## config.mk

```make
export PLATFORM = sky130hd
export DESIGN_NAME = store_buffer_flat
export DESIGN_NICKNAME = d
export VERILOG_FILES = /design/src/common/lsq_pkg.sv /design/src/common/dmem_if.sv /design/src/common/sram_if.sv /design/src/store_buffer/store_buffer.sv /design/src/flat_wrapper.sv
export VERILOG_INCLUDE_DIRS = /design/src /design/src/common
export SDC_FILE = /design/constraint.sdc
export NUM_CORES = 1
export LEC_CHECK = 0
export BUFFER_PORTS_ARGS = -buffer_cell sky130_fd_sc_hd__buf_2
export CAP_MARGIN = 20
export CORE_MARGIN = 2
export CORE_UTILIZATION = 35
export CTS_CLUSTER_SIZE = 14
export DETAILED_ROUTE_END_ITERATION = 10
export RECOVER_POWER = 50
export SKIP_LAST_GASP = 1
export SYNTH_ARGS = -nofsm -noshare
export SYNTH_HDL_FRONTEND = slang
export SYNTH_SLANG_ARGS = --single-unit
```

## constraint.sdc

```tcl
create_clock -name clk -period 5.4 [get_ports clk]
set_clock_uncertainty 0.2 [all_clocks]
set_input_delay 0.27 -clock clk [delete_from_list [all_inputs] [get_ports clk]]
set_output_delay 0.27 -clock clk [all_outputs]
set_load 0.01 [all_outputs]
```

## src/common/lsq_defines.svh

```systemverilog
`ifndef LSQ_DEFINES_SVH
`define LSQ_DEFINES_SVH

// queue and buffer sizes
`define LSQ_DEPTH 8
`define SB_DEPTH 4

// data SRAM size in 32-bit words
`define SRAM_WORDS 256

// tag widths shared with the rest of the core
`define ROB_BITS 5
`define PHYS_BITS 6
`define ARCH_BITS 5

`endif

```

## src/common/lsq_pkg.sv

```systemverilog
`include "lsq_defines.svh"

package lsq_pkg;

    typedef logic [31:0] word_t;
    typedef logic [3:0] mask_t;
    typedef logic [`ROB_BITS-1:0] rob_idx_t;
    typedef logic [`PHYS_BITS-1:0] phys_reg_t;
    typedef logic [`ARCH_BITS-1:0] arch_reg_t;
    typedef logic [$clog2(`LSQ_DEPTH)-1:0] lsq_idx_t;

    typedef enum logic [6:0] {
        op_load  = 7'b0000011,
        op_store = 7'b0100011
    } mem_op_e;

    // loads and stores share the width encoding
    typedef enum logic [2:0] {
        f3_byte   = 3'b000,
        f3_half   = 3'b001,
        f3_word   = 3'b010,
        f3_byte_u = 3'b100,
        f3_half_u = 3'b101
    } mem_funct3_e;

    typedef struct packed {
        logic        valid;
        logic        addr_ready;
        logic        issued;
        mem_op_e     op;
        mem_funct3_e funct3;
        rob_idx_t    rob;
        phys_reg_t   pd;
        arch_reg_t   rd;
        word_t       addr;
        word_t       store_data;
    } lsq_entry_t;

endpackage

```

## src/common/dmem_if.sv

```systemverilog
`timescale 1ns/100ps

interface dmem_if;
    import lsq_pkg::*;

    logic  req;
    word_t addr;
    mask_t rmask;
    mask_t wmask;
    word_t wdata;
    word_t rdata;
    logic  resp;
    logic  full;

    modport queue (output req, addr, rmask, wmask, wdata, input rdata, resp, full);

    modport buffer (input req, addr, rmask, wmask, wdata, output rdata, resp, full);

endinterface

```

## src/common/sram_if.sv

```systemverilog
`timescale 1ns/100ps
`include "lsq_defines.svh"

interface sram_if;
    import lsq_pkg::*;

    logic                            en;
    logic                            we;
    logic [$clog2(`SRAM_WORDS)-1:0] addr;
    mask_t                           wmask;
    word_t                           wdata;
    word_t                           rdata;

    modport controller (output en, we, addr, wmask, wdata, input rdata);

    modport memory (input en, we, addr, wmask, wdata, output rdata);

endinterface

```

## src/store_buffer/store_buffer.sv

```systemverilog
`timescale 1ns/100ps
`include "lsq_defines.svh"

module store_buffer (
    input logic        clk,
    input logic        rst_n,
    dmem_if.buffer     dmem,
    sram_if.controller sram
);
    import lsq_pkg::*;

    localparam int SB_W = $clog2(`SB_DEPTH);
    localparam int SRAM_AW = $clog2(`SRAM_WORDS);

    word_t           sb_addr [`SB_DEPTH];
    mask_t           sb_mask [`SB_DEPTH];
    word_t           sb_data [`SB_DEPTH];
    logic [SB_W:0]   head;
    logic [SB_W:0]   tail;
    logic [SB_W:0]   count;
    logic [SB_W-1:0] scan_slot;
    logic            push;
    logic            drain;
    logic            ld_wait;
    word_t           ld_addr_q;
    mask_t           ld_mask_q;
    word_t           ld_addr;
    mask_t           ld_mask;
    logic            ld_active;
    logic            hit;
    mask_t           hit_mask;
    word_t           hit_data;
    logic            ld_fwd;
    logic            ld_sram;
    logic            resp_q;
    logic            fwd_q;
    word_t           fwd_data;

    assign count = tail - head;
    assign dmem.full = (count == (SB_W + 1)'(`SB_DEPTH));
    assign push = dmem.req && (dmem.wmask != '0);

    // a held load is retried every cycle until the overlap drains
    assign ld_addr = ld_wait ? ld_addr_q : dmem.addr;
    assign ld_mask = ld_wait ? ld_mask_q : dmem.rmask;
    assign ld_active = ld_wait || (dmem.req && dmem.rmask != '0);

    // youngest overlapping store wins
    always_comb begin
        hit = 1'b0;
        hit_mask = '0;
        hit_data = '0;
        scan_slot = '0;
        for (int i = 0; i < `SB_DEPTH; i++) begin
            scan_slot = head[SB_W-1:0] + SB_W'(i);
            if ((SB_W + 1)'(i) < count && sb_addr[scan_slot][31:2] == ld_addr[31:2]
                && (sb_mask[scan_slot] & ld_mask) != '0) begin
                hit = 1'b1;
                hit_mask = sb_mask[scan_slot];
                hit_data = sb_data[scan_slot];
            end
        end
    end

    assign ld_fwd = ld_active && hit && ((hit_mask & ld_mask) == ld_mask);
    assign ld_sram = ld_active && !hit;
    assign drain = (count != '0) && !ld_sram;

    assign sram.en = ld_sram || drain;
    assign sram.we = drain;
    assign sram.addr = ld_sram ? ld_addr[2 +: SRAM_AW] : sb_addr[head[SB_W-1:0]][2 +: SRAM_AW];
    assign sram.wmask = sb_mask[head[SB_W-1:0]];
    assign sram.wdata = sb_data[head[SB_W-1:0]];

    assign dmem.resp = resp_q;
    assign dmem.rdata = fwd_q ? fwd_data : sram.rdata;

    always_ff @(posedge clk) begin
        if (!rst_n) begin
            head <= '0;
            tail <= '0;
            resp_q <= 1'b0;
            fwd_q <= 1'b0;
            ld_wait <= 1'b0;
        end else begin
            resp_q <= push || ld_fwd || ld_sram;
            fwd_q <= ld_fwd;
            ld_wait <= ld_active && hit && !ld_fwd;
            if (push) begin
                tail <= tail + 1'b1;
            end
            if (drain) begin
                head <= head + 1'b1;
            end
        end
    end

    always_ff @(posedge clk) begin
        if (push) begin
            sb_addr[tail[SB_W-1:0]] <= dmem.addr;
            sb_mask[tail[SB_W-1:0]] <= dmem.wmask;
            sb_data[tail[SB_W-1:0]] <= dmem.wdata;
        end
        if (dmem.req) begin
            ld_addr_q <= dmem.addr;
            ld_mask_q <= dmem.rmask;
        end
        if (ld_fwd) begin
            fwd_data <= hit_data;
        end
    end

    push_not_full: assert property (@(posedge clk) disable iff (!rst_n)
        push |-> !dmem.full);

endmodule

```

## src/flat_wrapper.sv

```systemverilog
// flat-port wrapper written by rule: the top's interface ports become plain ports
module store_buffer_flat import lsq_pkg::*;
  (clk, rst_n, dmem_req, dmem_addr, dmem_rmask, dmem_wmask, dmem_wdata, dmem_rdata, dmem_resp, dmem_full, sram_en, sram_we, sram_addr, sram_wmask, sram_wdata, sram_rdata);
  dmem_if dmem_i ();
  sram_if sram_i ();
  input logic clk;
  input logic rst_n;
  input wire logic [$bits(dmem_i.req)-1:0] dmem_req;
  input wire logic [$bits(dmem_i.addr)-1:0] dmem_addr;
  input wire logic [$bits(dmem_i.rmask)-1:0] dmem_rmask;
  input wire logic [$bits(dmem_i.wmask)-1:0] dmem_wmask;
  input wire logic [$bits(dmem_i.wdata)-1:0] dmem_wdata;
  output wire logic [$bits(dmem_i.rdata)-1:0] dmem_rdata;
  output wire logic [$bits(dmem_i.resp)-1:0] dmem_resp;
  output wire logic [$bits(dmem_i.full)-1:0] dmem_full;
  output wire logic [$bits(sram_i.en)-1:0] sram_en;
  output wire logic [$bits(sram_i.we)-1:0] sram_we;
  output wire logic [$bits(sram_i.addr)-1:0] sram_addr;
  output wire logic [$bits(sram_i.wmask)-1:0] sram_wmask;
  output wire logic [$bits(sram_i.wdata)-1:0] sram_wdata;
  input wire logic [$bits(sram_i.rdata)-1:0] sram_rdata;
  assign dmem_i.req = dmem_req;
  assign dmem_i.addr = dmem_addr;
  assign dmem_i.rmask = dmem_rmask;
  assign dmem_i.wmask = dmem_wmask;
  assign dmem_i.wdata = dmem_wdata;
  assign dmem_rdata = dmem_i.rdata;
  assign dmem_resp = dmem_i.resp;
  assign dmem_full = dmem_i.full;
  assign sram_en = sram_i.en;
  assign sram_we = sram_i.we;
  assign sram_addr = sram_i.addr;
  assign sram_wmask = sram_i.wmask;
  assign sram_wdata = sram_i.wdata;
  assign sram_i.rdata = sram_rdata;
  store_buffer u_core (.clk(clk), .rst_n(rst_n), .dmem(dmem_i), .sram(sram_i));
endmodule
```

==> flow_summary.ini <==
[pwr]
switching_power_mw = 3.941
cellInternalPower_mw = 7.283
p_seq_share_pct = 28.4
peakVddDrop_v = 0.0002726
switching_share_pct = 35.11
p_leak_nw = 7.533
p_clk_share_pct = 23.5
power_density_nw_per_um2 = 456.4
pwr-share-comb_pct = 48.2

[yosys]
synthesis.area_sq_um = 20960
synthTopCellsByCount = edfxtp_1 (330), mux4_2 (258), xnor2_1 (107), nand2_1 (75), a21oi_1 (66)
ys_ff_latch = 341
synth.yosys.seq_area_share_pct = 48.32
synth_most_common_cell = edfxtp_1
synth_cell_types = 64
syn-num-nets = 1392
synth_warnings = 0
synth_top_cell_by_area = edfxtp_1
synthFlopType = edfxtp_1
async_flop_share_pct = 0
synthCells = 1278
yosysTopAreaCellShare_pct = 47.27
synth_edf_count = 330
avgSynthCellArea_sq_um = 16.40
synthTopCellsByArea = edfxtp_1 (47%), mux4_2 (28%), xnor2_1 (4.5%)

[setup_path]
cp.required_ns = 4.93
worstPathArrival_ns = 4.58
slowest_delay_ns = 0.65
start_kind = flip-flop
cp_slowest_cell = mux4_1
cp-end-kind = output pin
cp_cell_sequence = buf_4, mux4_1, xnor2_1, nor4_1, nand4_1, nor3_4, nor4_4, buf_4, and2_2, mux2i_1, buf_2
path_max_fanout = 39
crit_top_cell = buf_4
worstSetupPathType = flip-flop to output pin

[floorplan]
coreArea_sq_um = 59130
start_util_pct = 35.45
ioPinCount = 187
dieHeight_microns = 248.7
die_area_sq_um = 61870
num_rows = 89
die_w_microns = 248.7

[clocking]
root_buffer = clkbuf_16
path_clk_slew_ns = 0.06
clkLatencyLatePin_ns = 0.57
cts.sinks = 341
cts-htree-levels = 2
cts_tree = yes
clockBufferDepth = 3
cts_buffers = 40
post-cts-setup-buffers = 0

[routing]
wl_microns = 58230
ant_nets = 0
firstDrtPassIters = 8
vias = 13670
routed_via_density = 5.861
routedWlPerCell_microns = 24.96
drtIter0Drc = 1354
drc = 20

[layout]
layoutNonFillerInstCount = 2333
area_growth_pct = 17.31
fill_cells = 5314
drive_above_1_share_pct = 34.12
stdcell_area_sq_um = 24590
fin_nets = 1643

[place]
placed_area_sq_um = 22730
port_buffers = 184
pre_cts_slack_ns = 0.5947
gp_congestion = 0.9023
place_hpwl_microns = 39150
dp_cells = 2188

[timing]
max_freq_ghz = 0.1979
fin_ws_ns = 0.3458
slew_headroom_pct = -72.96
rsz0062_at_grt = false
worst_slew_pin_slew_ns = 2.594
finalSetupTns_ns = 0
setup_violations = 0
fin_crit_ns = 5.054
whs_ns = 0.2996
slew_violations = 90
timing.final.crit_share_pct = 93.60
hold_viol = 0

[hold_path]
hp-class = input port to flip-flop

[global_routing]
grt_pass1_wl_microns = 86860
first_global_vias = 13640
track_usage_pct = 18.59
grt_overflow = 0
grt_max_degree = 65
antenna_found_initial = 2

[status]
violations = design-rule violations, max-capacitance violations, max-slew violations
outcome = complete, but fails checks

[flow_run]
maxCapViolCount = 3
## registers in the layout, summed over array words and instances, names as in the netlist, named ones only
signal,cells
u_core.ld_mask_q,4
u_core.sb_mask,16
u_core.ld_addr_q,30
u_core.head,3
u_core.fwd_q,1
u_core.fwd_data,32
u_core.tail,3
u_core.dmem.resp,1
u_core.ld_wait,1
u_core.sb_data,128
u_core.sb_addr,120
## per-stage QoR
stage | power [mW] | util (%)
CTS | 11.35 | 41.78
floorplan | 7.366 | -
global route | 11.73 | 41.59
finish | 11.22 | 41.59
detailed placement | 8.646 | 38.44
global placement | 8.599 | 38.44
## final timing paths
path | from | to | slack (ns) | cells after the start
max | u_core.head[0]$_SDFFE_PN0P_ | sram_addr[5] | 0.35 | 11
min | dmem_wdata[12] | u_core.sb_data[2][12]$_DFFE_PP_ | 0.30 | 2
max reg2reg | u_core.ld_wait$_SDFF_PN0_ | u_core.fwd_data[26]$_DFFE_PP_ | 0.57 | 12
min reg2reg | u_core.tail[2]$_SDFFE_PN0P_ | u_core.tail[2]$_SDFFE_PN0P_ | 0.39 | 2
## power by group through the flow
stage | sequential, mW | combinational (mW) | clock (mW)
global route | 3.21 | 5.74 | 2.79
global placement | 3.23 | 5.37 | 0
finish | 3.19 | 5.40 | 2.63
detailed placement | 3.24 | 5.41 | 0
floorplan | 3.16 | 4.21 | 0
CTS | 3.19 | 5.47 | 2.70
## critical path: cells and delay by family, from the launching register on
| kind | cells | cell delay [ns] |
|---|---|---|
| AND/OR/NAND/NOR | 5 | 1.58 |
| flip-flops | 1 | 0.40 |
| multiplexers | 2 | 0.88 |
| buffers and inverters | 3 | 0.93 |
| XOR/XNOR | 1 | 0.19 |
## metal layers
metal	part of all wire [%]	vias up	track usage, %
met5	0.012	-	0
met4	3.5	2	7.013
met3	7.0	112	3.145
met2	49	563	31.14
met1	40	7126	24.27
li1	-	5870	-
## placed cells by master, fill, tap and decap left out, drive strengths merged, types with 9 or more instances in the layout
cell type    synthesis  routed
edfxtp             330     330
mux4               264     264
clkbuf              35     140
buf                 56     140
xnor2              107     107
nand2               75      75
dlygate4sd3          0      72
a21oi               67      67
nor4                43      43
mux2i               41      41
nand3               39      39
mux2                36      36
o21ai               34      34
xor2                16      16
nand4               16      16
clkinv               0      14
inv                 11      13
nor2                11      11
dfxtp               11      11
and2                11      11
nor3                 9       9
## final cells by class
type	instances	area, sq um	area share (%)
Multi-Input combinational cell	835	10210	41.53
Sequential cell	341	10140	41.25
Clock buffer	52	1077	4.381
Timing Repair Buffer	300	1973	8.023
Clock inverter	20	175.2	0.7123
Inverter	11	41.29	0.1679
Tap cell	773	967.2	3.933
Antenna cell	1	2.502	0.01018
## cell families (layout without fill, tap and decap cells)
family	Yosys count	after routing	share of synthesized area [%]
mux	341	341	33.11
simple gates	235	235	6.237
flops	341	341	48.32
xor+xnor	124	124	5.246
other cells	0	1	0
compound gates	128	128	3.486
buf+inv	102	383	3.151
fa+ha+maj	7	7	0.4536
## timing repair
| action | CTS | global route |
|---|---|---|
| hold buffers | 72 | 0 |
| setup endpoints to repair | 0 | 6 |
| resized for setup | 0 | 2 |
| endpoints found under the hold margin | 313 | 0 |
Note: power is estimated with default switching activity, not from simulation.
