--- config.mk ---
export PLATFORM = sky130hd
export DESIGN_NAME = mem_queue_flat
export DESIGN_NICKNAME = d
export VERILOG_FILES = /design/src/common/lsq_pkg.sv /design/src/common/dmem_if.sv /design/src/mem_queue/mem_lane_format.sv /design/src/mem_queue/mem_queue.sv /design/src/flat_wrapper.sv
export VERILOG_INCLUDE_DIRS = /design/src /design/src/common
export SDC_FILE = /design/constraint.sdc
export NUM_CORES = 1
export LEC_CHECK = 0
export ABC_AREA = 1
export BUFFER_PORTS_ARGS = -buffer_cell sky130_fd_sc_hd__buf_2
export CELL_PAD_IN_SITES_DETAIL_PLACEMENT = 0
export CELL_PAD_IN_SITES_GLOBAL_PLACEMENT = 1
export CORE_ASPECT_RATIO = 0.7
export CORE_UTILIZATION = 30
export CTS_CLUSTER_SIZE = 28
export DETAILED_ROUTE_END_ITERATION = 16
export PLACE_DENSITY = 0.58
export SYNTH_ARGS = -nofsm -noshare
export SYNTH_HDL_FRONTEND = slang
export SYNTH_HIERARCHICAL = 1
export SYNTH_SLANG_ARGS = --single-unit
export TNS_END_PERCENT = 20
--- constraint.sdc ---
create_clock -name clk -period 6.1 [get_ports clk]
set_input_delay 1.22 -clock clk [delete_from_list [all_inputs] [get_ports clk]]
set_output_delay 1.22 -clock clk [all_outputs]
set_load 0.01 [all_outputs]
--- src/common/lsq_defines.svh ---
`ifndef LSQ_DEFINES_SVH
`define LSQ_DEFINES_SVH

// queue and buffer sizes
`define LSQ_DEPTH 8
`define SB_DEPTH 4

// data SRAM size in 32-bit words
`define SRAM_WORDS 256

// tag widths shared with the rest of the core
`define ROB_BITS 5
`define PHYS_BITS 6
`define ARCH_BITS 5

`endif

--- src/common/lsq_pkg.sv ---
`include "lsq_defines.svh"

package lsq_pkg;

    typedef logic [31:0] word_t;
    typedef logic [3:0] mask_t;
    typedef logic [`ROB_BITS-1:0] rob_idx_t;
    typedef logic [`PHYS_BITS-1:0] phys_reg_t;
    typedef logic [`ARCH_BITS-1:0] arch_reg_t;
    typedef logic [$clog2(`LSQ_DEPTH)-1:0] lsq_idx_t;

    typedef enum logic [6:0] {
        op_load  = 7'b0000011,
        op_store = 7'b0100011
    } mem_op_e;

    // loads and stores share the width encoding
    typedef enum logic [2:0] {
        f3_byte   = 3'b000,
        f3_half   = 3'b001,
        f3_word   = 3'b010,
        f3_byte_u = 3'b100,
        f3_half_u = 3'b101
    } mem_funct3_e;

    typedef struct packed {
        logic        valid;
        logic        addr_ready;
        logic        issued;
        mem_op_e     op;
        mem_funct3_e funct3;
        rob_idx_t    rob;
        phys_reg_t   pd;
        arch_reg_t   rd;
        word_t       addr;
        word_t       store_data;
    } lsq_entry_t;

endpackage

--- src/common/dmem_if.sv ---
`timescale 1ns/100ps

interface dmem_if;
    import lsq_pkg::*;

    logic  req;
    word_t addr;
    mask_t rmask;
    mask_t wmask;
    word_t wdata;
    word_t rdata;
    logic  resp;
    logic  full;

    modport queue (output req, addr, rmask, wmask, wdata, input rdata, resp, full);

    modport buffer (input req, addr, rmask, wmask, wdata, output rdata, resp, full);

endinterface

--- src/mem_queue/mem_lane_format.sv ---
`timescale 1ns/100ps

module mem_lane_format (
    input  lsq_pkg::mem_funct3_e funct3,
    input  logic                 is_store,
    input  logic [1:0]           byte_off,
    input  lsq_pkg::word_t       store_data,
    input  lsq_pkg::word_t       load_word,
    output lsq_pkg::mask_t       rmask,
    output lsq_pkg::mask_t       wmask,
    output lsq_pkg::word_t       wdata,
    output lsq_pkg::word_t       load_value
);
    import lsq_pkg::*;

    mask_t base_mask;
    word_t lanes;

    always_comb begin
        case (funct3)
            f3_byte, f3_byte_u: base_mask = 4'b0001;
            f3_half, f3_half_u: base_mask = 4'b0011;
            default:            base_mask = 4'b1111;
        endcase
    end

    assign rmask = is_store ? 4'b0000 : base_mask << byte_off;
    assign wmask = is_store ? base_mask << byte_off : 4'b0000;
    assign wdata = store_data << {byte_off, 3'b000};

    // selected lanes moved down to bit 0
    assign lanes = load_word >> {byte_off, 3'b000};

    always_comb begin
        case (funct3)
            f3_byte:   load_value = {{24{lanes[7]}}, lanes[7:0]};
            f3_byte_u: load_value = {24'd0, lanes[7:0]};
            f3_half:   load_value = {{16{lanes[15]}}, lanes[15:0]};
            f3_half_u: load_value = {16'd0, lanes[15:0]};
            default:   load_value = load_word;
        endcase
    end

endmodule

--- src/mem_queue/mem_queue.sv ---
`timescale 1ns/100ps
`include "lsq_defines.svh"

module mem_queue (
    input  logic                 clk,
    input  logic                 rst_n,
    input  logic                 flush,
    input  logic                 enq_valid,
    input  lsq_pkg::mem_op_e     enq_op,
    input  lsq_pkg::mem_funct3_e enq_funct3,
    input  lsq_pkg::rob_idx_t    enq_rob,
    input  lsq_pkg::phys_reg_t   enq_pd,
    input  lsq_pkg::arch_reg_t   enq_rd,
    output lsq_pkg::lsq_idx_t    enq_idx,
    output logic                 full,
    input  logic                 addr_valid,
    input  lsq_pkg::lsq_idx_t    addr_idx,
    input  lsq_pkg::word_t       addr,
    input  lsq_pkg::word_t       store_data,
    input  lsq_pkg::rob_idx_t    commit_rob,
    dmem_if.queue                dmem,
    output logic                 cdb_valid,
    output lsq_pkg::rob_idx_t    cdb_rob,
    output lsq_pkg::phys_reg_t   cdb_pd,
    output lsq_pkg::arch_reg_t   cdb_rd,
    output lsq_pkg::word_t       cdb_value
);
    import lsq_pkg::*;

    localparam int PTR_W = $clog2(`LSQ_DEPTH);

    lsq_entry_t     entries [`LSQ_DEPTH];
    logic [PTR_W:0] head;
    logic [PTR_W:0] tail;
    lsq_entry_t     hd;
    logic           hd_store;
    logic           issue;
    logic           pop;
    logic [1:0]     discard_cnt;
    mask_t          lane_rmask;
    mask_t          lane_wmask;
    word_t          lane_wdata;
    word_t          load_value;

    assign hd = entries[head[PTR_W-1:0]];
    assign hd_store = (hd.op == op_store);

    // wrap bit tells full from empty
    assign full = (head[PTR_W] != tail[PTR_W]) && (head[PTR_W-1:0] == tail[PTR_W-1:0]);
    assign enq_idx = tail[PTR_W-1:0];

    // no new request while a flushed response is still owed
    assign issue = hd.valid && hd.addr_ready && !hd.issued && (hd.rob == commit_rob)
                   && (!hd_store || !dmem.full) && (discard_cnt == '0) && !flush;

    assign pop = dmem.resp && (discard_cnt == '0) && !flush;

    mem_lane_format lane_inst (
        .funct3     (hd.funct3),
        .is_store   (hd_store),
        .byte_off   (hd.addr[1:0]),
        .store_data (hd.store_data),
        .load_word  (dmem.rdata),
        .rmask      (lane_rmask),
        .wmask      (lane_wmask),
        .wdata      (lane_wdata),
        .load_value (load_value)
    );

    assign dmem.req = issue;
    assign dmem.addr = {hd.addr[31:2], 2'b00};
    assign dmem.rmask = lane_rmask;
    assign dmem.wmask = lane_wmask;
    assign dmem.wdata = lane_wdata;

    assign cdb_valid = pop;
    assign cdb_rob = hd.rob;
    assign cdb_pd = hd.pd;
    assign cdb_rd = hd_store ? '0 : hd.rd;
    assign cdb_value = hd_store ? '0 : load_value;

    always_ff @(posedge clk) begin
        if (!rst_n || flush) begin
            head <= '0;
            tail <= '0;
            for (int i = 0; i < `LSQ_DEPTH; i++) begin
                entries[i].valid <= 1'b0;
                entries[i].addr_ready <= 1'b0;
                entries[i].issued <= 1'b0;
            end
        end else begin
            if (enq_valid && !full) begin
                tail <= tail + 1'b1;
                entries[enq_idx].valid <= 1'b1;
                entries[enq_idx].addr_ready <= 1'b0;
                entries[enq_idx].issued <= 1'b0;
                entries[enq_idx].op <= enq_op;
                entries[enq_idx].funct3 <= enq_funct3;
                entries[enq_idx].rob <= enq_rob;
                entries[enq_idx].pd <= enq_pd;
                entries[enq_idx].rd <= enq_rd;
            end
            if (addr_valid) begin
                entries[addr_idx].addr_ready <= 1'b1;
                entries[addr_idx].addr <= addr;
                entries[addr_idx].store_data <= store_data;
            end
            if (issue) begin
                entries[head[PTR_W-1:0]].issued <= 1'b1;
            end
            if (pop) begin
                entries[head[PTR_W-1:0]].valid <= 1'b0;
                head <= head + 1'b1;
            end
        end
    end

    // responses still in flight when the queue is flushed
    always_ff @(posedge clk) begin
        if (!rst_n) begin
            discard_cnt <= '0;
        end else if (flush && hd.valid && hd.issued && !dmem.resp) begin
            discard_cnt <= discard_cnt + 2'd1;
        end else if (dmem.resp && discard_cnt != '0) begin
            discard_cnt <= discard_cnt - 2'd1;
        end
    end

    // the head stays issued until its response pops it
    single_outstanding: assert property (@(posedge clk) disable iff (!rst_n)
        dmem.req |=> !dmem.req);

    resp_has_request: assert property (@(posedge clk) disable iff (!rst_n)
        dmem.resp |-> (discard_cnt != '0) || (hd.valid && hd.issued));

endmodule

--- src/flat_wrapper.sv ---
// flat-port wrapper written by rule: the top's interface ports become plain ports
module mem_queue_flat import lsq_pkg::*;
  (clk, rst_n, flush, enq_valid, enq_op, enq_funct3, enq_rob, enq_pd, enq_rd, enq_idx, full, addr_valid, addr_idx, addr, store_data, commit_rob, cdb_valid, cdb_rob, cdb_pd, cdb_rd, cdb_value, dmem_req, dmem_addr, dmem_rmask, dmem_wmask, dmem_wdata, dmem_rdata, dmem_resp, dmem_full);
  dmem_if dmem_i ();
  input  logic clk;
  input  logic rst_n;
  input  logic flush;
  input  logic enq_valid;
  input  lsq_pkg::mem_op_e enq_op;
  input  lsq_pkg::mem_funct3_e enq_funct3;
  input  lsq_pkg::rob_idx_t enq_rob;
  input  lsq_pkg::phys_reg_t enq_pd;
  input  lsq_pkg::arch_reg_t enq_rd;
  output lsq_pkg::lsq_idx_t enq_idx;
  output logic full;
  input  logic addr_valid;
  input  lsq_pkg::lsq_idx_t addr_idx;
  input  lsq_pkg::word_t addr;
  input  lsq_pkg::word_t store_data;
  input  lsq_pkg::rob_idx_t commit_rob;
  output logic cdb_valid;
  output lsq_pkg::rob_idx_t cdb_rob;
  output lsq_pkg::phys_reg_t cdb_pd;
  output lsq_pkg::arch_reg_t cdb_rd;
  output lsq_pkg::word_t cdb_value;
  output wire logic [$bits(dmem_i.req)-1:0] dmem_req;
  output wire logic [$bits(dmem_i.addr)-1:0] dmem_addr;
  output wire logic [$bits(dmem_i.rmask)-1:0] dmem_rmask;
  output wire logic [$bits(dmem_i.wmask)-1:0] dmem_wmask;
  output wire logic [$bits(dmem_i.wdata)-1:0] dmem_wdata;
  input wire logic [$bits(dmem_i.rdata)-1:0] dmem_rdata;
  input wire logic [$bits(dmem_i.resp)-1:0] dmem_resp;
  input wire logic [$bits(dmem_i.full)-1:0] dmem_full;
  assign dmem_req = dmem_i.req;
  assign dmem_addr = dmem_i.addr;
  assign dmem_rmask = dmem_i.rmask;
  assign dmem_wmask = dmem_i.wmask;
  assign dmem_wdata = dmem_i.wdata;
  assign dmem_i.rdata = dmem_rdata;
  assign dmem_i.resp = dmem_resp;
  assign dmem_i.full = dmem_full;
  mem_queue u_core (.clk(clk), .rst_n(rst_n), .flush(flush), .enq_valid(enq_valid), .enq_op(enq_op), .enq_funct3(enq_funct3), .enq_rob(enq_rob), .enq_pd(enq_pd), .enq_rd(enq_rd), .enq_idx(enq_idx), .full(full), .addr_valid(addr_valid), .addr_idx(addr_idx), .addr(addr), .store_data(store_data), .commit_rob(commit_rob), .dmem(dmem_i), .cdb_valid(cdb_valid), .cdb_rob(cdb_rob), .cdb_pd(cdb_pd), .cdb_rd(cdb_rd), .cdb_value(cdb_value));
endmodule
==> run metrics <==
XOR/XNOR Fraction of Synth Area 0.0551%; Core ar. 0.105 sq mm; IO Pins 263; WS Path Type flip-flop to primary output; Synth Instances 2809; post-route insts no fill 4466; post-CTS setup buffer count 0; most common cell after layout, fill and taps aside edfxtp_1; worst-path maximum fanout 45; Routed WL 90000 microns; Yosys reg bits 757; Slew Viols, Final 0; cts hold-fix bufs 0; Critical Path AT 4120 ps; WP buf/inv 5; die height 274 microns; Post-Synth Adder-Cell Area 0.0788%; fin crit share 87.5%; Final Power 11.3 mW; status finished clean; fin worst setup slack 765 ps; clock input transition at the sequential cells of the worst setup and hold paths 60 ps; Final Hold Vio Count 0; combinational power share 5.9%; largest family of logic cells by synthesized area simple AND/OR/NAND/NOR gates; worst path cell trace buf_4 > o21ai_0 > o22ai_1 > nor2_1 > a31oi_4 > buf_4 > inv_2 > nor2_4 > nand2_1 > nand2_1 > nand2_2 > nand3_1 > inv_1 > nor2_1 > buf_2; Slew HR 24.9%; Max Freq 0.187 GHz; final design utilization 35.3%; initial antenna violation count 19; clock sinks 757; # rows 99; Hold Path Class flip-flop to flip-flop; P_leak 13.3 nW; VDD IR max 0.000191 V; commonest cells after routing, fill and taps aside 720 x edfxtp_1, 627 x nor2_1, 330 x o21ai_0, 328 x nand2_1, 260 x buf_2; area grow syn2layout 16.1%; Worst setup SP type flip-flop; drt pass-1 iters 5; post-synth cell types 41; multiplexer share of the synthesized area 0%; Place WS 1430 ps; CTS buffer count 81; fraction of registers with async set/reset 0%; GR Util met1 22.5%; die area 0.107 sq mm; number of enable flip-flop cells after synthesis 720; sequential fraction of the synthesis area 70.4%; ys flop type edfxtp_1; sw power 2.50 mW; compound-gate portion of the synthesized area 10.1%; Initial Util 30.4%; Int Power 8.79 mW; first-pass GRT wire length 132000 microns; clock latency on the worst-skew pair 640 ps; drt drc 0; htree depth 3; post-CTS sizing 0; Worst Setup End Kind primary output; met3 usage 3.29%; Max clock buf depth 3; CTS tree yes; Post-Synth Simple-Gate Area 13.8%; Starting DRT DRC Count 1396; vias per cell 4.70; Cell Pwr Density 306 mW/mm^2; GR Overflow Total 0; nets 3124; PortBufs 260; Final min period 5340 ps; Fillers 10500; switching share of power 22.1%; Chip Width 391 microns; Seq pwr share 51.0%; DR vias 21000; max incr delay on CP 570 ps; Top delay family on crit path buffers and inverters; RSZ-0062 raised after global routing false; Yosys Warn Count 6; Wirelength per Cell 20.2 microns; required time of the worst setup path 4880 ps; placed cell count 4316; largest net degree at the start of global routing 189; Crit-path slowest cell dfxtp_4; Fin Setup TNS 0 ps; share of layout cells above drive strength 1 15.3%; hpwl dp 51800 microns; DRT antenna net count 0; GR Layer Usage met2 27.0%; post-synthesis cell area 0.0318 sq mm; Worst Tran Pin Value 1120 ps; number of global-route vias before repair 20000; CTS root buf clkbuf_16; hold path start u_core/entries[5][90]$_DFF_P_; max cap viols 0; routability cong. 0.782; clk_skew 29.3 ps; Avg Cell Area, Syn 11.3 sq um; gr busiest metal met2; final setup vio count 0; Clock power frac 43.1%; Overall Global Routing Usage 16.5%
[per-layer routing]
| metal | routed length, microns | share of wire [%] |
|---|---|---|
| met5 | 115 | 0.13 |
| met4 | 1790 | 2.0 |
| met3 | 4100 | 4.5 |
| met2 | 42000 | 47 |
| met1 | 42000 | 47 |
[state kept, by name, summed over array words and instances, names as in the netlist, named ones only]
name and count:
u_core/head 4, u_core/entries 744, u_core/tail 4, u_core/discard_cnt 2
[stage by stage]
stage,hold WS (ps),instance area [sq um]
floorplan,427,31800
global placement,445,34300
detailed placement,447,34300
CTS,456,36900
global route,490,36900
finish,457,36900
[power by group through the flow]
stage / clock (mW) / sequential (mW) / combinational, mW
5_1_grt: 5.20 / 5.76 / 0.748
3_3_place_gp: 0 / 5.87 / 0.681
6_report: 4.87 / 5.76 / 0.668
4_1_cts: 5.00 / 5.76 / 0.680
2_1_floorplan: 0 / 5.86 / 0.394
3_5_place_dp: 0 / 5.87 / 0.678
[worst min-delay path, stage by stage, from the launching register on]
cell     delay, ps
dfxtp_1        310
nand2_1         60
nand2_1         40
[synth_stat cells (12+ instances only)]
| library cell | instances | area (sq um) |
|---|---|---|
| o211ai_1 | 12 | 90.1 |
| nor2_1 | 639 | 2400 |
| nand3_1 | 103 | 515 |
| o22ai_1 | 81 | 507 |
| dfxtp_1 | 37 | 741 |
| nand2_1 | 329 | 1230 |
| o21ai_0 | 330 | 1650 |
| clkbuf_1 | 82 | 308 |
| a21oi_1 | 38 | 190 |
| buf_2 | 41 | 205 |
| inv_1 | 142 | 533 |
| buf_4 | 70 | 526 |
| a31oi_1 | 73 | 457 |
| edfxtp_1 | 720 | 21600 |
| buf_1 | 12 | 45.0 |
| a22oi_1 | 19 | 143 |
[path summary, 6_finish.rpt]
path	end	slack, ps	cells past startpoint
worst max-delay path	cdb_value[22]	760	15
worst min-delay path	u_core/entries[5][90]$_DFF_P_	460	2
worst max register to register	u_core/entries[7][90]$_DFF_P_	2830	13
worst min register to register	u_core/entries[5][90]$_DFF_P_	460	2
[kinds of logic (layout without fill, tap and decap cells)]
group                    Yosys count  count (layout)
AND/OR/NAND/NOR                 1106            1106
flip-flops                       757             757
AO/OA/AOI/OAI                    575             575
buffers and inverters            366             606
adder cells (fa/ha/maj)            2               2
XOR/XNOR                           2               2
other                              1               4
[layout make-up]
type | count | area [sq um] | area share (%)
well taps | 1414 | 1770 | 4.79
diodes | 2 | 5.00 | 0.0136
clock buffers | 105 | 2160 | 5.85
clock inverters | 43 | 448 | 1.21
flip-flops and latches | 757 | 22400 | 60.6
repair buffers | 305 | 1750 | 4.75
inverters | 153 | 597 | 1.62
multi-input cells | 1687 | 7800 | 21.1
Note: power is estimated with default switching activity, not from simulation.
